File: config.mk
export PLATFORM = sky130hd
export DESIGN_NAME = cuTop
export DESIGN_NICKNAME = d
export VERILOG_FILES = /design/src/verilog/cuIsaPkg.sv /design/src/verilog/cuStatePkg.sv /design/src/verilog/ctrlBusIf.sv /design/src/verilog/cuSequencer.sv /design/src/verilog/cuMicrocode.sv /design/src/verilog/cuTop.sv
export SDC_FILE = /design/constraint.sdc
export NUM_CORES = 1
export LEC_CHECK = 0
export ABC_CLOCK_PERIOD_IN_PS = 3200
export BUFFER_PORTS_ARGS = -buffer_cell sky130_fd_sc_hd__buf_2
export CAP_MARGIN = 20
export CORE_UTILIZATION = 47
export DETAILED_ROUTE_END_ITERATION = 10
export GPL_TIMING_DRIVEN = 0
export HOLD_SLACK_MARGIN = 0.05
export PLACE_DENSITY = 0.7
export SLEW_MARGIN = 20
export SYNTH_ARGS = -nofsm -noshare
export SYNTH_HDL_FRONTEND = slang
export SYNTH_SLANG_ARGS = --single-unit
File: constraint.sdc
create_clock -name Clk -period 3.2 [get_ports Clk]
set_input_delay 0.48 -clock Clk [delete_from_list [all_inputs] [get_ports Clk]]
set_output_delay 0.48 -clock Clk [all_outputs]
set_load 0.05 [all_outputs]
File: src/verilog/cuIsaPkg.sv
/* Instruction set of the matrix-multiply control unit: opcodes and field widths,
   plus the bit positions and codes used inside the datapath control word */
package cuIsaPkg;

    localparam int insWidth    = 8;
    localparam int wEnWidth    = 16;
    localparam int incWidth    = 6;
    localparam int clrWidth    = 5;
    localparam int busWidth    = 4;
    localparam int compWidth   = 3;
    localparam int aluWidth    = 3;
    localparam int regIdxWidth = $clog2(wEnWidth);
    localparam int incIdxWidth = $clog2(incWidth);
    localparam int clrIdxWidth = $clog2(clrWidth);

    // Entry opcodes, high nibble is the instruction group
    typedef enum logic [insWidth-1:0] {
        OP_NOP    = 8'h00,
        OP_JMPM   = 8'h20, OP_JMPK   = 8'h21, OP_JMPN   = 8'h22,
        OP_COPY   = 8'h40,
        OP_LOADAR = 8'h50, OP_LOADC1 = 8'h52, OP_LOADC2 = 8'h53,
        OP_STORE  = 8'h60,
        OP_ASSIGN = 8'h70,
        OP_RSTALL = 8'h80, OP_RSTN2  = 8'h81, OP_RSTK2  = 8'h82,
        OP_MOVP   = 8'h90, OP_MOVT   = 8'h91, OP_MOVC1  = 8'h92,
        OP_SETC1  = 8'hA0, OP_SETDR  = 8'hA1,
        OP_MULP   = 8'hB0,
        OP_ADDT   = 8'hC0, OP_ADDM1  = 8'hC1, OP_ADDM2  = 8'hC2,
        OP_INCC2  = 8'hD0, OP_INCC3  = 8'hD1, OP_INCM2  = 8'hD2,
        OP_INCK2  = 8'hD3, OP_INCN2  = 8'hD4
    } opcodeE;

    // Bit of each datapath register in the write-enable word
    typedef enum logic [regIdxWidth-1:0] {
        REG_PC = 4'd15, REG_IR = 4'd14, REG_AR = 4'd13, REG_DR = 4'd12,
        REG_P  = 4'd11, REG_T  = 4'd10, REG_M1 = 4'd9,  REG_K1 = 4'd8,
        REG_N1 = 4'd7,  REG_M2 = 4'd6,  REG_K2 = 4'd5,  REG_N2 = 4'd4,
        REG_C1 = 4'd3,  REG_C2 = 4'd2,  REG_C3 = 4'd1,  REG_AC = 4'd0
    } regIdxE;

    // Bus mux source codes, gaps are the K1/N1/K2/N2 inputs that no state selects
    typedef enum logic [busWidth-1:0] {
        BUS_NONE = 4'd0,  BUS_AC = 4'd1,  BUS_C3 = 4'd2,  BUS_C2 = 4'd3,
        BUS_C1   = 4'd4,  BUS_M2 = 4'd7,  BUS_M1 = 4'd10, BUS_T  = 4'd11,
        BUS_P    = 4'd12, BUS_DR = 4'd13, BUS_AR = 4'd14
    } busSrcE;

    typedef enum logic [incIdxWidth-1:0] {
        INC_PC = 3'd5, INC_M2 = 3'd4, INC_K2 = 3'd3,
        INC_N2 = 3'd2, INC_C2 = 3'd1, INC_C3 = 3'd0
    } incBitE;

    typedef enum logic [clrIdxWidth-1:0] {
        CLR_T = 3'd4, CLR_M2 = 3'd3, CLR_K2 = 3'd2, CLR_N2 = 3'd1, CLR_AC = 3'd0
    } clrBitE;

    // Comparator pair select, one-hot, drives both muxes
    typedef enum logic [compWidth-1:0] {
        CMP_NONE = 3'b000, CMP_NN = 3'b001, CMP_KK = 3'b010, CMP_MM = 3'b100
    } compSelE;

    typedef enum logic [aluWidth-1:0] {
        ALU_NONE = 3'b000, ALU_SET = 3'b001, ALU_MUL = 3'b010, ALU_ADD = 3'b100
    } aluOpE;

endpackage

File: src/verilog/cuStatePkg.sv
/* Sequencer states and the helpers that pick entry and sub-target states.
   Entry states carry the value of their opcode so dispatch is a plain cast */
package cuStatePkg;
    import cuIsaPkg::*;

    typedef enum logic [insWidth-1:0] {
        ST_IDLE = 8'h00,
        ST_FETCH1 = 8'h10, ST_FETCH2 = 8'h11, ST_FETCH3 = 8'h12,
        ST_JMPM = OP_JMPM, ST_JMPK = OP_JMPK, ST_JMPN = OP_JMPN,
        ST_JUMPREAD = 8'h24, ST_JUMPLOADAR = 8'h25, ST_JUMPLOADPC = 8'h26,
        ST_SKIP = 8'h30,
        ST_COPY = OP_COPY,
        ST_COPYLOADAR = 8'h41, ST_COPYREAD = 8'h42, ST_COPYLOADDR = 8'h43,
        ST_COPYM1 = 8'h44, ST_COPYK1 = 8'h45, ST_COPYN1 = 8'h46,
        ST_LOADAR = OP_LOADAR, ST_LOADDR = 8'h51,
        ST_LOADC1 = OP_LOADC1, ST_LOADC2 = OP_LOADC2,
        ST_STORE = OP_STORE, ST_STOREAR = 8'h61, ST_STOREWRITE = 8'h62,
        ST_ASSIGN = OP_ASSIGN, ST_ASSIGNLOADAR = 8'h71,
        ST_ASSIGNC1 = 8'h72, ST_ASSIGNC2 = 8'h73, ST_ASSIGNC3 = 8'h74,
        ST_RSTALL = OP_RSTALL, ST_RSTN2 = OP_RSTN2, ST_RSTK2 = OP_RSTK2,
        ST_MOVP = OP_MOVP, ST_MOVT = OP_MOVT, ST_MOVC1 = OP_MOVC1,
        ST_SETC1 = OP_SETC1, ST_SETDR = OP_SETDR,
        ST_MULP = OP_MULP,
        ST_ADDT = OP_ADDT, ST_ADDM1 = OP_ADDM1, ST_ADDM2 = OP_ADDM2,
        ST_INCC2 = OP_INCC2, ST_INCC3 = OP_INCC3, ST_INCM2 = OP_INCM2,
        ST_INCK2 = OP_INCK2, ST_INCN2 = OP_INCN2
    } cuStateE;

    // NOP and every unlisted value fall back to fetch
    function automatic logic isEntry(input logic [insWidth-1:0] ins);
        case (ins)
            OP_JMPM, OP_JMPK, OP_JMPN, OP_COPY,
            OP_LOADAR, OP_LOADC1, OP_LOADC2, OP_STORE, OP_ASSIGN,
            OP_RSTALL, OP_RSTN2, OP_RSTK2, OP_MOVP, OP_MOVT, OP_MOVC1,
            OP_SETC1, OP_SETDR, OP_MULP, OP_ADDT, OP_ADDM1, OP_ADDM2,
            OP_INCC2, OP_INCC3, OP_INCM2, OP_INCK2, OP_INCN2: return 1'b1;
            default: return 1'b0;
        endcase
    endfunction

    // Low instruction bits pick M1, K1 or N1
    function automatic cuStateE copyTarget(input logic [1:0] sel);
        case (sel)
            2'd0:    return ST_COPYM1;
            2'd1:    return ST_COPYK1;
            2'd2:    return ST_COPYN1;
            default: return ST_FETCH1;
        endcase
    endfunction

    // Low instruction bits pick C1, C2 or C3
    function automatic cuStateE assignTarget(input logic [1:0] sel);
        case (sel)
            2'd0:    return ST_ASSIGNC1;
            2'd1:    return ST_ASSIGNC2;
            2'd2:    return ST_ASSIGNC3;
            default: return ST_FETCH1;
        endcase
    endfunction

endpackage

File: src/verilog/ctrlBusIf.sv
/* Datapath control word, driven by the microcode table and read by the top level */
interface ctrlBusIf import cuIsaPkg::*; ();
    logic                 insRead;   // Instruction memory read
    logic                 memRead;   // Data memory read
    logic                 memWrite;
    logic [wEnWidth-1:0]  wEn;       // One bit per datapath register
    busSrcE               busSel;
    logic [incWidth-1:0]  inc;
    logic [clrWidth-1:0]  regClr;    // Synchronous clears in the datapath
    compSelE              compSel;
    aluOpE                aluOp;

    modport microcode (
        output insRead, memRead, memWrite,
        output wEn, busSel, inc, regClr,
        output compSel, aluOp
    );

    modport sink (
        input insRead, memRead, memWrite,
        input wEn, busSel, inc, regClr,
        input compSel, aluOp
    );

endinterface

File: src/verilog/cuSequencer.sv
/* State register and next-state logic of the control unit. Every state lasts one
   clock; the opcode is taken from ir at the end of FETCH3 and kept for sub-selects */
module cuSequencer import cuIsaPkg::*; import cuStatePkg::*; (
    input  logic                Clk,
    input  logic                rstN,
    input  logic                z,        // Comparator zero flag
    input  logic [insWidth-1:0] ir,       // Instruction register from the datapath
    output cuStateE             nextState
);

    cuStateE    state;
    logic [1:0] insSel;                   // Target bits of the running instruction

    always_ff @(posedge Clk or negedge rstN) begin
        if (!rstN) begin
            state <= ST_IDLE;
        end else begin
            state <= nextState;
        end
    end

    // Target bits of COPY and ASSIGN, taken at the end of FETCH3
    always_ff @(posedge Clk or negedge rstN) begin
        if (!rstN) begin
            insSel <= '0;
        end else if (state == ST_FETCH3) begin
            insSel <= ir[1:0];
        end
    end

    always_comb begin
        nextState = ST_FETCH1;            // Last states and undefined codes
        case (state)
            ST_IDLE:   nextState = ST_FETCH1;
            ST_FETCH1: nextState = ST_FETCH2;
            ST_FETCH2: nextState = ST_FETCH3;
            ST_FETCH3: begin
                // COPY and ASSIGN carry their target in the low two bits
                if ((ir >> 2) == (OP_COPY >> 2)) begin
                    nextState = ST_COPY;
                end else if ((ir >> 2) == (OP_ASSIGN >> 2)) begin
                    nextState = ST_ASSIGN;
                end else if (isEntry(ir)) begin
                    nextState = cuStateE'(ir);
                end else begin
                    nextState = ST_FETCH1;
                end
            end

            // z high means the compared pair differs, so skip the target word
            ST_JMPM, ST_JMPK, ST_JMPN: begin
                nextState = z ? ST_SKIP : ST_JUMPREAD;
            end
            ST_JUMPREAD:   nextState = ST_JUMPLOADAR;
            ST_JUMPLOADAR: nextState = ST_JUMPLOADPC;

            ST_COPY:       nextState = ST_COPYLOADAR;
            ST_COPYLOADAR: nextState = ST_COPYREAD;
            ST_COPYREAD:   nextState = ST_COPYLOADDR;
            ST_COPYLOADDR: nextState = copyTarget(insSel);

            ST_LOADC1, ST_LOADC2: nextState = ST_LOADAR;   // Address set, then plain load
            ST_LOADAR:            nextState = ST_LOADDR;

            ST_STORE:   nextState = ST_STOREAR;
            ST_STOREAR: nextState = ST_STOREWRITE;

            ST_ASSIGN:       nextState = ST_ASSIGNLOADAR;
            ST_ASSIGNLOADAR: nextState = assignTarget(insSel);

            default: nextState = ST_FETCH1;
        endcase
    end

endmodule

File: src/verilog/cuMicrocode.sv
/* Microcode table: decodes the sequencer's next state into the datapath control word
   and registers it, so the outputs line up with the state the sequencer holds */
module cuMicrocode import cuIsaPkg::*; import cuStatePkg::*; (
    input  logic       Clk,
    input  logic       rstN,
    input  cuStateE    nextState,
    ctrlBusIf.microcode ctrlBus
);

    logic                insReadNxt;
    logic                memReadNxt;
    logic                memWriteNxt;
    logic [wEnWidth-1:0] wEnNxt;
    busSrcE              busSelNxt;
    logic [incWidth-1:0] incNxt;
    logic [clrWidth-1:0] regClrNxt;
    compSelE             compSelNxt;
    aluOpE               aluOpNxt;

    always_comb begin
        insReadNxt  = 1'b0;
        memReadNxt  = 1'b0;
        memWriteNxt = 1'b0;
        wEnNxt      = '0;
        busSelNxt   = BUS_NONE;
        incNxt      = '0;
        regClrNxt   = '0;
        compSelNxt  = CMP_NONE;
        aluOpNxt    = ALU_NONE;

        case (nextState)
            // Fetch and the operand-word reads share the instruction strobe
            ST_FETCH1, ST_JUMPREAD, ST_COPY, ST_ASSIGN: insReadNxt = 1'b1;
            ST_FETCH2: begin
                wEnNxt[REG_IR] = 1'b1;
                incNxt[INC_PC] = 1'b1;
            end
            ST_FETCH3, ST_SKIP: incNxt[INC_PC] = 1'b1;

            ST_JMPM: compSelNxt = CMP_MM;
            ST_JMPK: compSelNxt = CMP_KK;
            ST_JMPN: compSelNxt = CMP_NN;
            ST_JUMPLOADAR: wEnNxt[REG_AR] = 1'b1;
            ST_JUMPLOADPC: begin
                wEnNxt[REG_PC] = 1'b1;
                busSelNxt      = BUS_AR;
            end

            // AR takes the operand word, PC moves past it
            ST_COPYLOADAR, ST_ASSIGNLOADAR: begin
                wEnNxt[REG_AR] = 1'b1;
                incNxt[INC_PC] = 1'b1;
            end
            ST_COPYREAD, ST_LOADAR:  memReadNxt = 1'b1;
            ST_COPYLOADDR, ST_LOADDR: wEnNxt[REG_DR] = 1'b1;
            ST_COPYM1: begin
                wEnNxt[REG_M1] = 1'b1;
                busSelNxt      = BUS_DR;
            end
            ST_COPYK1: begin
                wEnNxt[REG_K1] = 1'b1;
                busSelNxt      = BUS_DR;
            end
            ST_COPYN1: begin
                wEnNxt[REG_N1] = 1'b1;
                busSelNxt      = BUS_DR;
            end

            ST_LOADC1: begin
                wEnNxt[REG_AR] = 1'b1;
                busSelNxt      = BUS_C1;
            end
            ST_LOADC2: begin
                wEnNxt[REG_AR] = 1'b1;
                busSelNxt      = BUS_C2;
            end

            ST_STORE: begin
                wEnNxt[REG_DR] = 1'b1;
                busSelNxt      = BUS_T;
            end
            ST_STOREAR: begin
                wEnNxt[REG_AR] = 1'b1;
                busSelNxt      = BUS_C3;
            end
            ST_STOREWRITE: memWriteNxt = 1'b1;

            ST_ASSIGNC1: begin
                wEnNxt[REG_C1] = 1'b1;
                busSelNxt      = BUS_AR;
            end
            ST_ASSIGNC2: begin
                wEnNxt[REG_C2] = 1'b1;
                busSelNxt      = BUS_AR;
            end
            ST_ASSIGNC3: begin
                wEnNxt[REG_C3] = 1'b1;
                busSelNxt      = BUS_AR;
            end

            ST_RSTALL: regClrNxt = '1;            // T, M2, K2, N2 and AC
            ST_RSTN2:  regClrNxt[CLR_N2] = 1'b1;
            ST_RSTK2:  regClrNxt[CLR_K2] = 1'b1;

            ST_MOVP: begin
                wEnNxt[REG_P] = 1'b1;
                busSelNxt     = BUS_AC;
            end
            ST_MOVT: begin
                wEnNxt[REG_T] = 1'b1;
                busSelNxt     = BUS_AC;
            end
            ST_MOVC1: begin
                wEnNxt[REG_C1] = 1'b1;
                busSelNxt      = BUS_AC;
            end

            // ALU results always land in AC
            ST_SETC1, ST_SETDR: begin
                wEnNxt[REG_AC] = 1'b1;
                aluOpNxt       = ALU_SET;
                busSelNxt      = (nextState == ST_SETC1) ? BUS_C1 : BUS_DR;
            end
            ST_MULP: begin
                wEnNxt[REG_AC] = 1'b1;
                aluOpNxt       = ALU_MUL;
                busSelNxt      = BUS_P;
            end
            ST_ADDT, ST_ADDM1, ST_ADDM2: begin
                wEnNxt[REG_AC] = 1'b1;
                aluOpNxt       = ALU_ADD;
                case (nextState)
                    ST_ADDT:  busSelNxt = BUS_T;
                    ST_ADDM1: busSelNxt = BUS_M1;
                    default:  busSelNxt = BUS_M2;
                endcase
            end

            ST_INCC2: incNxt[INC_C2] = 1'b1;
            ST_INCC3: incNxt[INC_C3] = 1'b1;
            ST_INCM2: incNxt[INC_M2] = 1'b1;
            ST_INCK2: incNxt[INC_K2] = 1'b1;
            ST_INCN2: incNxt[INC_N2] = 1'b1;

            default: ;                            // IDLE and unused codes stay all zero
        endcase
    end

    always_ff @(posedge Clk or negedge rstN) begin
        if (!rstN) begin
            ctrlBus.insRead  <= 1'b0;
            ctrlBus.memRead  <= 1'b0;
            ctrlBus.memWrite <= 1'b0;
            ctrlBus.wEn      <= '0;
            ctrlBus.busSel   <= BUS_NONE;
            ctrlBus.inc      <= '0;
            ctrlBus.regClr   <= '0;
            ctrlBus.compSel  <= CMP_NONE;
            ctrlBus.aluOp    <= ALU_NONE;
        end else begin
            ctrlBus.insRead  <= insReadNxt;
            ctrlBus.memRead  <= memReadNxt;
            ctrlBus.memWrite <= memWriteNxt;
            ctrlBus.wEn      <= wEnNxt;
            ctrlBus.busSel   <= busSelNxt;
            ctrlBus.inc      <= incNxt;
            ctrlBus.regClr   <= regClrNxt;
            ctrlBus.compSel  <= compSelNxt;
            ctrlBus.aluOp    <= aluOpNxt;
        end
    end

endmodule

File: src/verilog/cuTop.sv
/* Control unit top level: sequencer plus microcode table, with the control word
   brought out on plain ports for the datapath and the two memories */
module cuTop import cuIsaPkg::*; import cuStatePkg::*; (
    input  logic                 Clk,
    input  logic                 rstN,
    input  logic                 z,
    input  logic [insWidth-1:0]  ir,
    output logic                 insRead,
    output logic                 memRead,
    output logic                 memWrite,
    output logic [wEnWidth-1:0]  wEn,
    output logic [busWidth-1:0]  busSel,
    output logic [incWidth-1:0]  inc,
    output logic [clrWidth-1:0]  regClr,
    output logic [compWidth-1:0] compSel,
    output logic [aluWidth-1:0]  aluOp
);

    cuStateE nextState;

    ctrlBusIf ctrlBus ();

    cuSequencer uSequencer (
        .Clk       (Clk),
        .rstN      (rstN),
        .z         (z),
        .ir        (ir),
        .nextState (nextState)
    );

    // Registers the word of nextState, so outputs match the held state
    cuMicrocode uMicrocode (
        .Clk       (Clk),
        .rstN      (rstN),
        .nextState (nextState),
        .ctrlBus   (ctrlBus.microcode)
    );

    assign insRead  = ctrlBus.insRead;
    assign memRead  = ctrlBus.memRead;
    assign memWrite = ctrlBus.memWrite;
    assign wEn      = ctrlBus.wEn;
    assign busSel   = ctrlBus.busSel;
    assign inc      = ctrlBus.inc;
    assign regClr   = ctrlBus.regClr;
    assign compSel  = ctrlBus.compSel;
    assign aluOp    = ctrlBus.aluOp;

endmodule

==> flow_summary.yaml <==
routing:
  final_antenna_net_count: 0
  finalWirelength_um: 6557
  dr.pass1.iters: 4
  route.vias.total: 2360
  wl_per_cell_um: 15.92
  drc: 0
  initialDrtViolationCount: 251
  vias_per_cell: 5.728
global_route:
  grt_antenna_before_repair: 0
  grt.overflow.total: 0
  grt_start_max_net_pins: 46
  grt_usage_pct: 24.77
  grt_pass1_vias: 2018
  grt_pass1_wl_um: 10360
synthesis:
  synth_edf_count: 0
  synth.distinct_cells: 55
  ys_ff_latch: 45
  synth_area_per_cell_um2: 8.860
  synth_warnings: 0
  ys_seq_area_share_pct: 45.07
  netlist_area_mm2: 0.002499
  syn_inst: 282
  synth_top_cell_area_share_pct: 45.07
  synth_most_common_cell: "dfrtp_1"
  async_flop_share_pct: 100.0
  synthFlopType: "dfrtp_1"
  synth_top_cell_by_area: "dfrtp_1"
  synthTopCellsByCount: "dfrtp_1 (45), nor2_1 (32), nand2_1 (23)"
  synth_area_leaders: "dfrtp_1 (45%), nor2_1 (4.8%), nand2_1 (3.5%)"
die:
  row_count: 26
  num_io_pins: 51
  core-area_mm2: 0.005107
  dieArea_mm2: 0.005612
  initial_core_util_pct: 48.92
  die_height_um: 74.91
  die_w_um: 74.91
power:
  combPwrFrac_pct: 21.0
  swShare_pct: 33.46
  power_frac_seq_pct: 50.4
  p_switching_w: 0.0004186
  vdd_drop_max_uv: 209.4
  powerDensity_mw_per_mm2: 409.2
  finalPower_w: 0.001251
  internal_power_w: 0.0008322
  p_leak_nw: 1.449
  p_clk_share_pct: 28.6
critical_path:
  slowest_delay_ps: 430
  end_kind: "flip-flop"
  critPathSlowestCell: "or3_4"
  crit_type: "reg -> reg"
  cp_cell_sequence: "clkbuf_2 -> or2_4 -> nor4_2 -> a21oi_2 -> o32ai_1 -> or3_4 -> a31oi_4 -> inv_4 -> or3_1 -> clkbuf_4 -> o32a_1 -> o311ai_2"
  cp-startpoint: "uSequencer.state[2]$_DFF_PN0_"
  worst_ep_required_time_ps: 3390
  path_max_fanout: 9
  crit_family: "simple AND/OR/NAND/NOR gates"
  critPathLaunchType: "flip-flop"
  path_buf_inv: 3
  crit_arrival_ps: 3330
  r2r_start: "uSequencer.state[2]$_DFF_PN0_"
finish:
  postLayoutCoreUtil_pct: 59.85
  fillerInstances: 482
  seqCellArea_mm2: 0.001131
  drive_gt1_share_pct: 30.70
  multi_input_area_mm2: 0.001294
  layout.nets: 352
  diodes: 0
  area_growth_pct: 22.33
  fin_cells: 412
clock_tree:
  cts_tree: "yes"
  root_buffer: "clkbuf_8"
  htree_levels: 2
  cts_hold_buf: 0
  clock-sinks: 45
  path_clk_slew_ps: 90
  cts_max_path_buffers: 2
  clk_latency_ps: 300
  cts_made_buffers: 5
sta:
  relSlewSlack_pct: 36.00
  finalSetupTns_ps: 0
  drv_slew: 0
  worst_pin_slew_ps: 960.0
  fin_crit_sh_pct: 98.13
  setup_viol: 0
  fmax_mhz: 318.5
  fin_crit_ps: 3140
  fin_skew_ps: 6.530
  hold_viol_final: 0
run_status:
  status: "complete, no violations"
min_path:
  hp-class: "in -> async"
place:
  io_buffer_count: 44
  gp_congestion: 0.9576
  hpwl_um: 4707
  dp.cells: 399
job:
  cap_violations: 0
[cell usage in the layout, fill, tap and decap left out, types with 2 or more instances in the layout]
master,n
dfrtp_2,4
nand2b_1,6
inv_1,9
nor3b_1,3
nor3_2,2
o31a_1,2
o2111ai_1,3
clkbuf_1,4
nor3_1,10
o2111a_1,2
o32ai_1,2
dfrtp_1,41
clkbuf_8,5
buf_4,15
nor2b_1,7
a211oi_1,3
a21oi_1,14
nand3b_1,2
buf_2,46
xnor2_1,2
mux2i_1,3
a21oi_2,3
nand4b_1,2
o211ai_1,2
or3b_2,2
nand3_1,12
and2_1,2
and3_1,4
nor2_1,31
or3_1,9
nand4_1,9
a31oi_1,2
clkinvlp_4,2
nor4_1,3
clkbuf_2,3
nand2_1,23
conb_1,4
inv_2,2
o21ai_0,8
[layout make-up]
type                            count  share of cell area (%)
Buffer                             17                   3.275
Clock buffer                        5                   2.251
Clock inverter                      3                  0.8187
Inverter                           13                   1.801
Multi-Input combinational cell    205                   42.33
Sequential cell                    45                   37.00
Tap cell                           70                   2.865
Timing Repair Buffer               54                   9.660
[state kept, by name, indices dropped and copies added, names as in the netlist, 2 cells and up]
register	flops
uSequencer.insSel	2
uMicrocode.ctrlBus.regClr	3
uMicrocode.ctrlBus.wEn	13
uMicrocode.ctrlBus.inc	6
uMicrocode.ctrlBus.busSel	4
uSequencer.state	8
uMicrocode.ctrlBus.aluOp	3
uMicrocode.ctrlBus.compSel	3
[path summary, 6_finish.rpt]
kind | cells after the start | slack (ps) | to
min | 1 | 330 | uMicrocode.ctrlBus.inc[0]$_DFF_PN0_
max in group asynchronous | 1 | 2220 | uSequencer.state[7]$_DFF_PN0_
min reg2reg | 2 | 640 | uSequencer.insSel[0]$_DFFE_PN0P_
max reg2reg | 12 | 60 | uMicrocode.ctrlBus.inc[5]$_DFF_PN0_
max | 12 | 60 | uMicrocode.ctrlBus.inc[5]$_DFF_PN0_
min in group Clk | 2 | 450 | uMicrocode.ctrlBus.insRead$_DFF_PN0_
[routing by layer]
metal	GRT usage, %	routed length [um]	up-vias
met5	0	0	-
met4	8.386	112	0
met3	3.614	515	8
met2	37.14	2939	127
met1	36.55	2989	1101
li1	-	-	1124
[metrics by stage]
step / instance area [um2] / hold slack, ps / worst slack [ps]
4_1_cts: 2928 / 361.1 / 6.078
5_1_grt: 3057 / 404.8 / -24.54
3_5_place_dp: 2818 / 602.7 / -399.4
3_3_place_gp: 2818 / 594.2 / -356.9
2_1_floorplan: 2510 / 184.4 / 30.06
6_report: 3057 / 329.5 / 59.82
[logic make-up after synthesis]
kind of cell / Yosys count / share of synthesized area [%]
simple gates: 138 / 28.84
mux: 4 / 1.652
flops: 45 / 45.07
compound gates: 57 / 17.38
xor+xnor: 2 / 0.7012
other cells: 1 / 0.1501
buf+inv: 35 / 6.209
[repair_timing]
action | 4_1_cts | 5_1_grt
gates resized for setup | 9 | 21
pin swaps | 1 | 4
setup endpoints to repair | 12 | 14
setup buffers | 1 | 9
[power groups by stage]
| stage | Clock [W] | Combinational [W] | Sequential, W |
|---|---|---|---|
| floorplan | 0 | 0.000153 | 0.000651 |
| global placement | 0 | 0.000245 | 0.000631 |
| detailed placement | 0 | 0.000250 | 0.000633 |
| CTS | 0.000369 | 0.000248 | 0.000627 |
| global route | 0.000388 | 0.000288 | 0.000634 |
| finish | 0.000358 | 0.000262 | 0.000631 |
No activity file was read; power rests on OpenSTA's default activity.
